<file path="config.mk">
export PLATFORM = sky130hd
export DESIGN_NAME = frontend
export DESIGN_NICKNAME = d
export VERILOG_FILES = /design/src/design/oramPkg.sv /design/src/design/posMap.sv /design/src/design/syncQueue.sv /design/src/design/returnPath.sv /design/src/design/reqIssuer.sv /design/src/design/frontend.sv
export SDC_FILE = /design/constraint.sdc
export NUM_CORES = 2
export LEC_CHECK = 0
export BUFFER_PORTS_ARGS = -buffer_cell sky130_fd_sc_hd__buf_2
export CORE_MARGIN = 2
export CORE_UTILIZATION = 60
export DETAILED_ROUTE_END_ITERATION = 7
export PLACE_DENSITY = 0.83
export SLEW_MARGIN = 20
export SYNTH_ARGS = -nofsm -noshare
export SYNTH_HDL_FRONTEND = slang
export SYNTH_SLANG_ARGS = --single-unit
</file>
<file path="constraint.sdc">
create_clock -name Clock -period 6.1 [get_ports Clock]
set_clock_uncertainty 0.1 [all_clocks]
set_input_delay 0.61 -clock Clock [delete_from_list [all_inputs] [get_ports Clock]]
set_output_delay 0.61 -clock Clock [all_outputs]
set_load 0.05 [all_outputs]
</file>
<file path="src/design/oramPkg.sv">
// Shared widths, types and constants of the ORAM frontend
// Referenced by scoped name from every RTL block and the testbench

`default_nettype none

package oramPkg;

    // ====================
    // Widths
    // ====================
    // 256 program blocks
    localparam int AddrWidth = 8;
    // 64 leaves, one of them reserved
    localparam int LeafWidth = 6;
    localparam int DataWidth = 32;

    typedef logic [AddrWidth-1:0] addrT;
    typedef logic [LeafWidth-1:0] leafT;
    typedef logic [DataWidth-1:0] dataT;

    // All ones marks a block outside the tree
    // As old leaf it means unmapped, as new leaf it means remove
    localparam leafT DummyLeaf = '1;

    // ====================
    // Commands
    // ====================
    // Same encoding on program side and backend side
    typedef enum logic [1:0] {
        CmdWrite   = 2'd0,
        CmdAppend  = 2'd1,
        CmdRead    = 2'd2,
        CmdReadRmv = 2'd3
    } oramCmdT;

    // One backend request, 22 bits
    typedef struct packed {
        oramCmdT cmd;
        addrT    addr;
        leafT    oldLeaf;
        leafT    newLeaf;
    } backendReqT;

endpackage

`default_nettype wire

</file>
<file path="src/design/posMap.sv">
// Flat on-chip position map with one leaf per program block
// Lookup returns the stored leaf and a valid bit one cycle after the strobe
// Also supplies fresh random leaves from an LFSR for remapping

`timescale 1ns/1ns
`default_nettype none

module posMap #(
    // Must be nonzero and not all ones
    parameter oramPkg::leafT LeafSeed = 6'd1
) (
    input  wire            Clock,
    input  wire            rstN,
    input  logic           lookupEn,
    input  oramPkg::addrT  lookupAddr,
    output oramPkg::leafT  lookupLeaf,
    output logic           lookupValid,
    input  logic           updateEn,
    input  oramPkg::addrT  updateAddr,
    input  oramPkg::leafT  updateLeaf,
    input  logic           updateSet,
    output oramPkg::leafT  freshLeaf,
    input  logic           freshTake
);

    localparam int NumBlocks = 1 << oramPkg::AddrWidth;
    // Toggle mask for x^6 + x^5 + 1, maximal length over 6 bits
    localparam oramPkg::leafT LfsrTaps = 6'b110000;

    oramPkg::leafT leafRam [NumBlocks];
    logic [NumBlocks-1:0] validBits;

    oramPkg::leafT lfsr;
    oramPkg::leafT lfsrStep;
    oramPkg::leafT lfsrNext;

    // ====================
    // Leaf storage
    // ====================
    // Contents only matter once the valid bit is set
    always_ff @(posedge Clock) begin
        if (updateEn && updateSet) begin
            leafRam[updateAddr] <= updateLeaf;
        end
        if (lookupEn) begin
            lookupLeaf <= leafRam[lookupAddr];
        end
    end

    // Valid bits, every block unmapped after reset
    always_ff @(posedge Clock or negedge rstN) begin
        if (!rstN) begin
            validBits   <= '0;
            lookupValid <= 1'b0;
        end else begin
            if (updateEn) begin
                // Clear on remove, set on remap
                validBits[updateAddr] <= updateSet;
            end
            if (lookupEn) begin
                lookupValid <= validBits[lookupAddr];
            end
        end
    end

    // ====================
    // Fresh leaf source
    // ====================
    function automatic oramPkg::leafT stepLfsr(input oramPkg::leafT cur);
        stepLfsr = (cur >> 1) ^ (cur[0] ? LfsrTaps : '0);
    endfunction

    // A second step hops over the reserved leaf
    always_comb begin
        lfsrStep = stepLfsr(lfsr);
        if (lfsrStep == oramPkg::DummyLeaf) begin
            lfsrNext = stepLfsr(lfsrStep);
        end else begin
            lfsrNext = lfsrStep;
        end
    end

    always_ff @(posedge Clock or negedge rstN) begin
        if (!rstN) begin
            lfsr <= LeafSeed;
        end else if (freshTake) begin
            lfsr <= lfsrNext;
        end
    end

    assign freshLeaf = lfsr;

endmodule

`default_nettype wire

</file>
<file path="src/design/syncQueue.sv">
// Single-clock FIFO with ready/valid on both sides
// A pushed entry shows up at the pop side on the following cycle

`timescale 1ns/1ns
`default_nettype none

module syncQueue #(
    parameter int  Depth  = 4,
    parameter type entryT = logic
) (
    input  wire    Clock,
    input  wire    rstN,
    input  logic   pushValid,
    output logic   pushReady,
    input  entryT  pushData,
    output logic   popValid,
    input  logic   popReady,
    output entryT  popData
);

    localparam int PtrWidth   = (Depth > 1) ? $clog2(Depth) : 1;
    localparam int CountWidth = $clog2(Depth + 1);

    entryT mem [Depth];

    logic [PtrWidth-1:0]   wrPtr;
    logic [PtrWidth-1:0]   rdPtr;
    logic [CountWidth-1:0] count;

    logic doPush;
    logic doPop;

    assign pushReady = (count != CountWidth'(Depth));
    assign popValid  = (count != '0);
    assign popData   = mem[rdPtr];

    assign doPush = pushValid && pushReady;
    assign doPop  = popValid && popReady;

    // Storage
    always_ff @(posedge Clock) begin
        if (doPush) begin
            mem[wrPtr] <= pushData;
        end
    end

    // Pointers wrap at Depth, which need not be a power of two
    always_ff @(posedge Clock or negedge rstN) begin
        if (!rstN) begin
            wrPtr <= '0;
            rdPtr <= '0;
            count <= '0;
        end else begin
            if (doPush) begin
                wrPtr <= (wrPtr == PtrWidth'(Depth - 1)) ? '0 : wrPtr + 1'b1;
            end
            if (doPop) begin
                rdPtr <= (rdPtr == PtrWidth'(Depth - 1)) ? '0 : rdPtr + 1'b1;
            end
            // Occupancy holds when both happen together
            if (doPush && !doPop) begin
                count <= count + 1'b1;
            end else if (doPop && !doPush) begin
                count <= count - 1'b1;
            end
        end
    end

endmodule

`default_nettype wire

</file>
<file path="src/design/returnPath.sv">
// Carries backend read responses back to the program
// Counts outstanding reads and refuses responses nobody asked for

`timescale 1ns/1ns
`default_nettype none

module returnPath #(
    parameter int MaxPending = 64
) (
    input  wire            Clock,
    input  wire            rstN,
    // Request leaving toward the backend
    input  logic           reqFire,
    input  logic           reqIsRead,
    // Backend response channel
    input  logic           LoadDataValid,
    output logic           LoadDataReady,
    input  oramPkg::dataT  LoadData,
    // Program return channel
    output logic           ReturnDataValid,
    input  logic           ReturnDataReady,
    output oramPkg::dataT  ReturnData
);

    localparam int PendWidth = $clog2(MaxPending + 1);

    logic [PendWidth-1:0] pending;
    logic                 outValid;
    oramPkg::dataT        outData;

    logic readIssued;
    logic loadFire;

    // ====================
    // Outstanding reads
    // ====================
    assign readIssued = reqFire && reqIsRead;

    // Take a beat only if a read is owed and the register can move
    assign LoadDataReady = (pending != '0) && (!outValid || ReturnDataReady);
    assign loadFire      = LoadDataValid && LoadDataReady;

    always_ff @(posedge Clock or negedge rstN) begin
        if (!rstN) begin
            pending <= '0;
        end else if (readIssued && !loadFire) begin
            pending <= pending + 1'b1;
        end else if (loadFire && !readIssued) begin
            pending <= pending - 1'b1;
        end
    end

    // ====================
    // Output register
    // ====================
    always_ff @(posedge Clock or negedge rstN) begin
        if (!rstN) begin
            outValid <= 1'b0;
        end else if (loadFire) begin
            outValid <= 1'b1;
        end else if (ReturnDataReady) begin
            outValid <= 1'b0;
        end
    end

    always_ff @(posedge Clock) begin
        if (loadFire) begin
            outData <= LoadData;
        end
    end

    assign ReturnDataValid = outValid;
    assign ReturnData      = outData;

endmodule

`default_nettype wire

</file>
<file path="src/design/reqIssuer.sv">
// Turns program commands into backend requests
// Looks up the current leaf, remaps the block to a fresh leaf
// and pushes one backendReqT per command toward the request queue

`timescale 1ns/1ns
`default_nettype none

module reqIssuer #(
    parameter oramPkg::leafT LeafSeed = 6'd1
) (
    input  wire                  Clock,
    input  wire                  rstN,
    // Program command channel
    input  logic                 CmdInValid,
    output logic                 CmdInReady,
    input  oramPkg::oramCmdT     CmdIn,
    input  oramPkg::addrT        ProgAddrIn,
    // Push side of the request queue
    output logic                 reqValid,
    input  logic                 reqReady,
    output oramPkg::backendReqT  req
);

    typedef enum logic {
        Idle,
        Issue
    } stateT;

    stateT state;

    // Captured command, held until the push goes through
    oramPkg::oramCmdT cmdReg;
    oramPkg::addrT    addrReg;

    logic cmdAccept;
    logic pushDone;
    logic isRemove;

    // Position map handshake
    oramPkg::leafT lookupLeaf;
    logic          lookupValid;
    oramPkg::leafT freshLeaf;

    // ====================
    // Command intake
    // ====================
    // Ready drops in Issue, so one command every two cycles at best
    assign CmdInReady = (state == Idle);
    assign cmdAccept  = CmdInValid && CmdInReady;

    always_ff @(posedge Clock) begin
        if (cmdAccept) begin
            cmdReg  <= CmdIn;
            addrReg <= ProgAddrIn;
        end
    end

    always_ff @(posedge Clock or negedge rstN) begin
        if (!rstN) begin
            state <= Idle;
        end else begin
            case (state)
                Idle: begin
                    if (cmdAccept) begin
                        state <= Issue;
                    end
                end
                Issue: begin
                    // Stay here while the request queue is full
                    if (pushDone) begin
                        state <= Idle;
                    end
                end
                default: begin
                    state <= Idle;
                end
            endcase
        end
    end

    // ====================
    // Request forming
    // ====================
    assign isRemove = (cmdReg == oramPkg::CmdReadRmv);
    assign reqValid = (state == Issue);
    assign pushDone = reqValid && reqReady;

    always_comb begin
        req.cmd  = cmdReg;
        req.addr = addrReg;
        // Unmapped blocks and appends are not in the tree yet
        if (!lookupValid || cmdReg == oramPkg::CmdAppend) begin
            req.oldLeaf = oramPkg::DummyLeaf;
        end else begin
            req.oldLeaf = lookupLeaf;
        end
        // A removed block leaves the tree
        req.newLeaf = isRemove ? oramPkg::DummyLeaf : freshLeaf;
    end

    // Lookup is strobed straight from the accepting edge
    // Remap is written back on the push edge, before the next lookup
    posMap #(
        .LeafSeed    (LeafSeed)
    ) posMapInst (
        .Clock       (Clock),
        .rstN        (rstN),
        .lookupEn    (cmdAccept),
        .lookupAddr  (ProgAddrIn),
        .lookupLeaf  (lookupLeaf),
        .lookupValid (lookupValid),
        .updateEn    (pushDone),
        .updateAddr  (addrReg),
        .updateLeaf  (freshLeaf),
        .updateSet   (!isRemove),
        .freshLeaf   (freshLeaf),
        // Only advance when the leaf was actually handed out
        .freshTake   (pushDone && !isRemove)
    );

endmodule

`default_nettype wire

</file>
<file path="src/design/frontend.sv">
// Top of the Path ORAM frontend
// Program commands go through the issuer and request queue to the backend,
// write data through the store queue, read data back through the return path

`timescale 1ns/1ns
`default_nettype none

module frontend #(
    parameter int            ReqDepth   = 4,
    parameter int            StoreDepth = 4,
    parameter oramPkg::leafT LeafSeed   = 6'd1
) (
    input  wire                  Clock,
    input  wire                  rstN,
    // ====================
    // Program side
    // ====================
    input  logic                 CmdInValid,
    output logic                 CmdInReady,
    input  oramPkg::oramCmdT     CmdIn,
    input  oramPkg::addrT        ProgAddrIn,
    input  logic                 DataInValid,
    output logic                 DataInReady,
    input  oramPkg::dataT        DataIn,
    output logic                 ReturnDataValid,
    input  logic                 ReturnDataReady,
    output oramPkg::dataT        ReturnData,
    // ====================
    // Backend side
    // ====================
    output logic                 CmdOutValid,
    input  logic                 CmdOutReady,
    output oramPkg::backendReqT  CmdOut,
    output logic                 StoreDataValid,
    input  logic                 StoreDataReady,
    output oramPkg::dataT        StoreData,
    input  logic                 LoadDataValid,
    output logic                 LoadDataReady,
    input  oramPkg::dataT        LoadData
);

    // Reads the backend may have in flight at once
    localparam int MaxPending = 64;

    logic                reqValid;
    logic                reqReady;
    oramPkg::backendReqT req;

    logic reqFire;
    logic reqIsRead;

    // Lookup, remap and request build
    reqIssuer #(
        .LeafSeed   (LeafSeed)
    ) issuer (
        .Clock      (Clock),
        .rstN       (rstN),
        .CmdInValid (CmdInValid),
        .CmdInReady (CmdInReady),
        .CmdIn      (CmdIn),
        .ProgAddrIn (ProgAddrIn),
        .reqValid   (reqValid),
        .reqReady   (reqReady),
        .req        (req)
    );

    // Requests wait here for the backend
    syncQueue #(
        .Depth     (ReqDepth),
        .entryT    (oramPkg::backendReqT)
    ) reqQueue (
        .Clock     (Clock),
        .rstN      (rstN),
        .pushValid (reqValid),
        .pushReady (reqReady),
        .pushData  (req),
        .popValid  (CmdOutValid),
        .popReady  (CmdOutReady),
        .popData   (CmdOut)
    );

    // Write data runs beside the commands, paired in order by the backend
    syncQueue #(
        .Depth     (StoreDepth),
        .entryT    (oramPkg::dataT)
    ) storeQueue (
        .Clock     (Clock),
        .rstN      (rstN),
        .pushValid (DataInValid),
        .pushReady (DataInReady),
        .pushData  (DataIn),
        .popValid  (StoreDataValid),
        .popReady  (StoreDataReady),
        .popData   (StoreData)
    );

    // Both read kinds expect one response beat
    assign reqFire   = CmdOutValid && CmdOutReady;
    assign reqIsRead = (CmdOut.cmd == oramPkg::CmdRead) ||
                       (CmdOut.cmd == oramPkg::CmdReadRmv);

    returnPath #(
        .MaxPending      (MaxPending)
    ) retPath (
        .Clock           (Clock),
        .rstN            (rstN),
        .reqFire         (reqFire),
        .reqIsRead       (reqIsRead),
        .LoadDataValid   (LoadDataValid),
        .LoadDataReady   (LoadDataReady),
        .LoadData        (LoadData),
        .ReturnDataValid (ReturnDataValid),
        .ReturnDataReady (ReturnDataReady),
        .ReturnData      (ReturnData)
    );

endmodule

`default_nettype wire

</file>
# Word level (Yosys, flattened, before mapping)

Memory sizes are Yosys's and may differ from the RTL's. A register that Yosys moved wholly into a read port is not among the register bits.
Cells that the tools add are included.

Register bits after elaboration: 328
Latch bits: 0
RAM bits: 1752
ROM bits: 0
Output and inout port bits: 92
Logic and storage cells: 111
Memories kept: 3

Memories:

| memory                    | words | bits a word | read ports | clocked after memory_dff | write ports | RTL line        | text |
|---|---|---|---|---|---|---|---|
| issuer.posMapInst.leafRam | 256   | 6           | 1          | 1                        | 1           | posMap.sv:30    | `oramPkg::leafT leafRam [NumBlocks];` |
| storeQueue.mem            | 4     | 32          | 1          | 0                        | 1           | syncQueue.sv:24 | `entryT mem [Depth];` |
| reqQueue.mem              | 4     | 22          | 1          | 0                        | 1           | syncQueue.sv:24 |  |

Add/subtract/negate cells: 10
Multipliers: 0
Divide/modulo/power cells: 0
Magnitude comparators: 3
Eq/ne operators: 11
Shifts and indexed selects: 0
Multiplexer cells: 31
Bitwise operators: 3
Reduce and logical (&&, ||, !) cells: 35

Operator list:

| operator                                                           | count |
|---|---|
| bitwise mux 256 bit                                                | 1 |
| two-way mux 6 bit                                                  | 5 |
| less-than comparator 8 x 9 -> 1 bit (second input constant)        | 2 |
| logical AND 1 bit                                                  | 16 |
| == test 2 bit (second input constant)                              | 7 |
| two-way mux 7 bit                                                  | 2 |
| two-way mux 1 bit                                                  | 12 |
| two-way mux 3 bit                                                  | 4 |
| bitwise XOR 5 x 6 -> 6 bit                                         | 2 |
| zero test 1 bit                                                    | 9 |
| adder 2 x 1 -> 2 bit (second input constant)                       | 4 |
| binary-select mux 1 bit (select 8 bit)                             | 1 |
| demux 1 bit (select 8 bit)                                         | 1 |
| greater-or-equal comparator 8 x 1 -> 1 bit (second input constant) | 1 |
| two-way mux 2 bit                                                  | 4 |
| nonzero test 2 bit                                                 | 4 |
| adder 7 x 1 -> 7 bit (second input constant)                       | 1 |
| nonzero test 7 bit                                                 | 1 |
| subtractor 7 x 1 -> 7 bit (second input constant)                  | 1 |
| adder 3 x 1 -> 3 bit (second input constant)                       | 2 |
| == test 6 bit (second input constant)                              | 1 |
| inequality test 3 bit (second input constant)                      | 2 |
| nonzero test 3 bit                                                 | 2 |
| subtractor 3 x 1 -> 3 bit (second input constant)                  | 2 |
| 4 further kinds                                                    | 6 |

# Depth between registers and ports, before layout

An unclocked memory read counts as a cell.

Depth after elaboration: 8
Mapped depth: 13
Depth with buffers taken out: 13

# Modules after synthesis

A second synthesis with hierarchy kept.

Cell total of the unflattened synthesis: 4445
Area total of the unflattened synthesis: 82898.3 µm²

By module, submodules not included:

| module                 | times used | cells each | area an instance (µm²) |
|---|---|---|---|
| posMap                 | 1          | 3965       | 72225.5 |
| syncQueue (storeQueue) | 1          | 204        | 5053.6 |
| syncQueue (reqQueue)   | 1          | 151        | 3608.5 |
| returnPath             | 1          | 93         | 1545.2 |
| reqIssuer              | 1          | 30         | 455.4 |
| frontend               | 1          | 2          | 10.0 |

# Worst setup path before layout

Ideal clock, no wire load.

Path kind: register -> register
Start point: register issuer.posMapInst.lfsr[5] (netlist: issuer.posMapInst.freshLeaf[5])
End point: register issuer.posMapInst.lfsr[4] (netlist: issuer.posMapInst.freshLeaf[4])
Data arrival time: 4453 ps
Required time: 5913 ps
Path slack: 1461 ps
Cell stages (with the launch flop): 7
Path buffers: 0
Period minus slack after synthesis: 4639 ps
Cell sequence: dfrtp_1 -> inv_1 -> ha_1 -> nand3_1 -> nor2_1 -> mux2_2 -> o21ai_0

Word-level cells in the longest chain between the ends: 3

RTL lines:

| item                           | RTL line     | text |
|---|---|---|
| from (decl)                    | posMap.sv:33 | `oramPkg::leafT lfsr;` |
| from (signal assigned)         | posMap.sv:85 | `lfsr <= LeafSeed;` |
| from (signal assigned)         | posMap.sv:87 | `lfsr <= lfsrNext;` |
| bitwise XOR 5 x 6 -> 6 bit (*) | posMap.sv:70 | `stepLfsr = (cur >> 1) ^ (cur[0] ? LfsrTaps : '0);` |
| == test 6 bit                  | posMap.sv:76 | `if (lfsrStep == oramPkg::DummyLeaf) begin` |
| two-way mux 6 bit (*)          | posMap.sv:76 |  |

Every way passes the cells marked *; elsewhere a longest branch is shown, timed or not.
A chain may end at the register's enable or synchronous reset.

# Worst setup path after layout

Start point: register reqQueue.count[0]
End point: memory issuer.posMapInst.leafRam[43][5] (netlist bit) (enable)

Word-level cells in the longest chain between the ends: 5

RTL lines:

| item                                    | RTL line        | text |
|---|---|---|
| from (decl)                             | syncQueue.sv:28 | `logic [CountWidth-1:0] count;` |
| from (signal assigned)                  | syncQueue.sv:62 | `count <= count + 1'b1;` |
| from (signal assigned)                  | syncQueue.sv:64 | `count <= count - 1'b1;` |
| inequality test 3 bit                   | syncQueue.sv:33 | `assign pushReady = (count != CountWidth'(Depth));` |
| logical AND 1 bit                       | reqIssuer.sv:86 | `assign pushDone = reqValid && reqReady;` |
| logical AND 1 bit                       | posMap.sv:42    | `if (updateEn && updateSet) begin` |
| two-way mux 1 bit                       | posMap.sv:42    |  |
| two-way mux 1 bit (implied by the code) | posMap.sv:43    | `leafRam[updateAddr] <= updateLeaf;` |
| to (decl)                               | posMap.sv:30    |  |

Every way passes these cells.

==> flow_summary_export.csv <==
group,metric,value,unit
logic_synthesis,synth.cell_area,0.08217,sq mm
cts,cts_root_buffer,"sky130_fd_sc_hd__clkbuf_16",
floorplan,effective_utilization_at_floorplan,60.58,%
critical_path,critical_path_peak_fanout,13,
layout,ff_latch_area,0.06124,sq mm
critical_path,crit_type,"flop to flop",
floorplan,coreArea,0.1356,sq mm
global_route,grt_max_degree,236,
timing,final.period_utilization,70.34,%
timing,timing.hold.ws,0.08341,ns
cts,cts.sink_count,2086,
critical_path,r2r_setup_slack,1.81,ns
cts,cts-root-to-sink-buffers,3,
floorplan,dieArea,0.1399,sq mm
floorplan,die_w,374.1,microns
timing,worst_slew_margin_rel,15.54,%
critical_path,setup.worst_path.start_class,"flop",
pwr,ir_drop,0.0003807,V
logic_synthesis,synth_enable_flop_cells,1800,
timing,period_needed,4.291,ns
logic_synthesis,postSynthRegisterBits,2086,
critical_path,cp_data_required_time,6.50,ns
pwr,power,35.87,mW
placed_design,post-place-ws,1.474,ns
route,detail_route.vias_per_cell,7.161,
critical_path,critical_path.endpoint_type,"flop",
route,detailedRoute.firstIterationViolations,7695,
cts,ctsHtreeMaxLevel,4,
route,detailedRoute.firstPassIterationCount,7,
layout,multi_input_gate_area_in_the_final_layout,0.01957,sq mm
floorplan,fp-row-count,135,
route,ant_nets,0,
layout,n_fill_cell,7738,
layout,post_synthesis_to_final_layout_area_growth,12.21,%
global_route,gr-usage-all-layers,31.41,%
pwr,power.static_leakage,30.49,nW
global_route,gr-max-usage-layer,"met2",
logic_synthesis,synthesized_area_divided_by_synthesized_cell_count,18.65,sq um
layout,layout.core_utilization,67.98,%
run_status,status,"completed",
logic_synthesis,post_synth_arst_share,13.71,%
run,timing.max_cap.violations,0,
cts,cts-resized-gates,0,
route,dr_total_vias,47100,
timing,drv_slew,0,
cts,tritoncts,"yes",
placed_design,dpl_cell_area,0.08513,sq mm
layout,drive_gt1_share,23.37,%
logic_synthesis,yosysWarningCount,0,
cts,clock_network_latency_to_the_later_pin_of_the_worst_skew_pair,0.87,ns
route,remaining_drc_errors,0,
global_route,use_met2,50.37,%
timing,setup-tns-final,0,ns
placed_design,dp_cells,6148,
timing,worst_max_slew_pin_slew,1.262,ns
timing,setup_violations,0,
critical_path,critPathArrivalTime,4.69,ns
logic_synthesis,mapped_nets,4511,
timing,final-hold-violation-count,0,
layout,finalInstanceArea,0.09220,sq mm
global_route,grtUsageMet1,39.84,%
logic_synthesis,synth_sequential_area_ratio,74.50,%
cts,tritoncts.num_buffers,193,
logic_synthesis,synthesis.instances,4406,
hold_path,hold_path_class,"input port to flop",
placed_design,dpl.hpwl,116900,microns
cts,clock_edge_transition_at_the_registers_on_the_reported_setup_and_hold_paths,0.07,ns
layout,final_nets,4738,
global_route,antenna_found_initial,8,
timing,grt_setup_unrepaired,"false",
floorplan,die_height,374.1,microns
placed_design,port_buffers,173,
global_route,globalRouteMet3Util,8.633,%
floorplan,floorplan.io_pins,174,
logic_synthesis,ys_dominant_reg_cell,"sky130_fd_sc_hd__edfxtp_1",
global_route,grt_first_pass_wirelength,321300,microns
timing,worst_slack,1.809,ns
global_route,global_route.overflow_total,0,
route,wirelength,219500,microns
global_route,vias_in_the_first_global_route,47610,
layout,final_cell_count_without_fillers,6577,
pwr,power.density_cell_area,389.0,mW/mm^2
placed_design,place_congestion,0.8723,
route,routedWlPerCell,33.38,microns
logic_synthesis,synthDistinctLibCells,56,
timing,achievable-frequency,233.1,MHz
-- Yosys cell counts (19+ instances only) --
cell	n	area [sq um]
sky130_fd_sc_hd__buf_1	28	105.1
sky130_fd_sc_hd__buf_6	19	214.0
sky130_fd_sc_hd__buf_2	32	160.2
sky130_fd_sc_hd__a22oi_1	192	1441
sky130_fd_sc_hd__mux2i_1	34	340.3
sky130_fd_sc_hd__nor4_1	28	175.2
sky130_fd_sc_hd__dfrtp_1	285	7132
sky130_fd_sc_hd__a21oi_1	296	1481
sky130_fd_sc_hd__o21ai_0	150	750.7
sky130_fd_sc_hd__nand2_1	88	330.3
sky130_fd_sc_hd__ha_1	20	250.2
sky130_fd_sc_hd__mux4_2	486	10950
sky130_fd_sc_hd__nor2_1	289	1085
sky130_fd_sc_hd__clkbuf_1	240	900.9
sky130_fd_sc_hd__a31oi_1	192	1201
sky130_fd_sc_hd__edfxtp_1	1800	54050
-- per-layer routing --
layer | vias to the layer above | part of all wire [%]
li1 | 18430 | -
met1 | 23710 | 33
met2 | 4077 | 48
met3 | 867 | 13
met4 | 12 | 5.9
met5 | - | 0.033
-- final timing paths --
check / end / startpoint / cells after the start
worst max register to register: issuer.posMapInst.leafRam[43][5] / reqQueue.count[0] / 9
min in group asynchronous: storeQueue.count[2] / rstN / 2
worst max-delay path: issuer.posMapInst.leafRam[43][5] / reqQueue.count[0] / 9
worst min register to register: issuer.posMapInst.validBits[79] / issuer.posMapInst.validBits[79] / 2
worst min-delay path: storeQueue.rdPtr[0] / StoreDataReady / 3
max in group asynchronous: issuer.posMapInst.validBits[65] / rstN / 3
-- registers in the layout (all words and copies together) (netlist names), 3 cells and up --
| signal | count |
|---|---|
| retPath.ReturnData | 32 |
| issuer.posMapInst.validBits | 256 |
| storeQueue.count | 3 |
| retPath.pending | 7 |
| reqQueue.count | 3 |
| issuer.posMapInst.leafRam | 1536 |
| issuer.posMapInst.freshLeaf | 6 |
| storeQueue.mem | 128 |
| issuer.addrReg | 8 |
| reqQueue.mem | 88 |
| issuer.posMapInst.lookupLeaf | 6 |
-- critical path, cell delays in order (launching register included) --
cell	delay, ns
sky130_fd_sc_hd__dfrtp_1	0.44
sky130_fd_sc_hd__nor2_1	0.08
sky130_fd_sc_hd__nand2_1	0.09
sky130_fd_sc_hd__nand2_1	0.15
sky130_fd_sc_hd__inv_1	0.36
sky130_fd_sc_hd__nand2_1	0.25
sky130_fd_sc_hd__nor2_1	0.38
sky130_fd_sc_hd__nand3_1	0.91
sky130_fd_sc_hd__buf_4	0.59
sky130_fd_sc_hd__nor2_1	0.58
-- cells in the final DEF, fill, tap and decap left out, drive strengths merged, types with 3 or more instances in the layout --
cell         count
or2             14
or3              5
mux4           486
nor3            16
inv             27
nand4            6
and2             7
a31oi          192
a21oi          296
nand3           18
nand2           88
ha              20
nor4            29
xor2             7
nand2b          16
a211oi           4
xnor2            4
clkinv          73
a21o             3
dfrtp          285
nor2           289
mux2            11
bufinv          16
fa               3
dlygate4sd3     69
mux2i           34
clkbuf         252
edfxtp        1800
diode            4
and3            10
o221ai          13
o21ai          151
buf            297
clkinvlp         4
a22o             6
a22oi          192
o22ai           18
nor2b           11
nand3b           3
-- what timing repair did --
| action | in CTS | in global routing |
|---|---|---|
| hold endpoints to repair | 251 | 0 |
| setup buffers | 0 | 0 |
| hold buffers | 69 | 0 |
-- layout make-up --
cell class,instances,area share [%]
Tap cell,1781,2.417
Antenna cell,4,0.01086
Multi-Input combinational cell,1968,21.23
Clock inverter,102,1.242
Timing Repair Buffer,366,3.036
Inverter,18,0.07328
Clock buffer,252,5.579
Sequential cell,2086,66.41
-- report_power, final --
part	switching, mW	total, mW	internal, mW
clock	5.44	12.1	6.68
sequential	0.699	18.2	17.5
combinational	3.98	5.52	1.54
total	10.1	35.9	25.7
-- cells by family after synthesis --
group | synth area share, %
flip-flops | 74.50
AO/OA/AOI/OAI | 6.463
multiplexers | 13.89
AND/OR/NAND/NOR | 2.762
buffers and inverters | 1.899
adder cells (fa/ha/maj) | 0.3776
XOR/XNOR | 0.1173
Note: power is estimated with default switching activity, not from simulation.
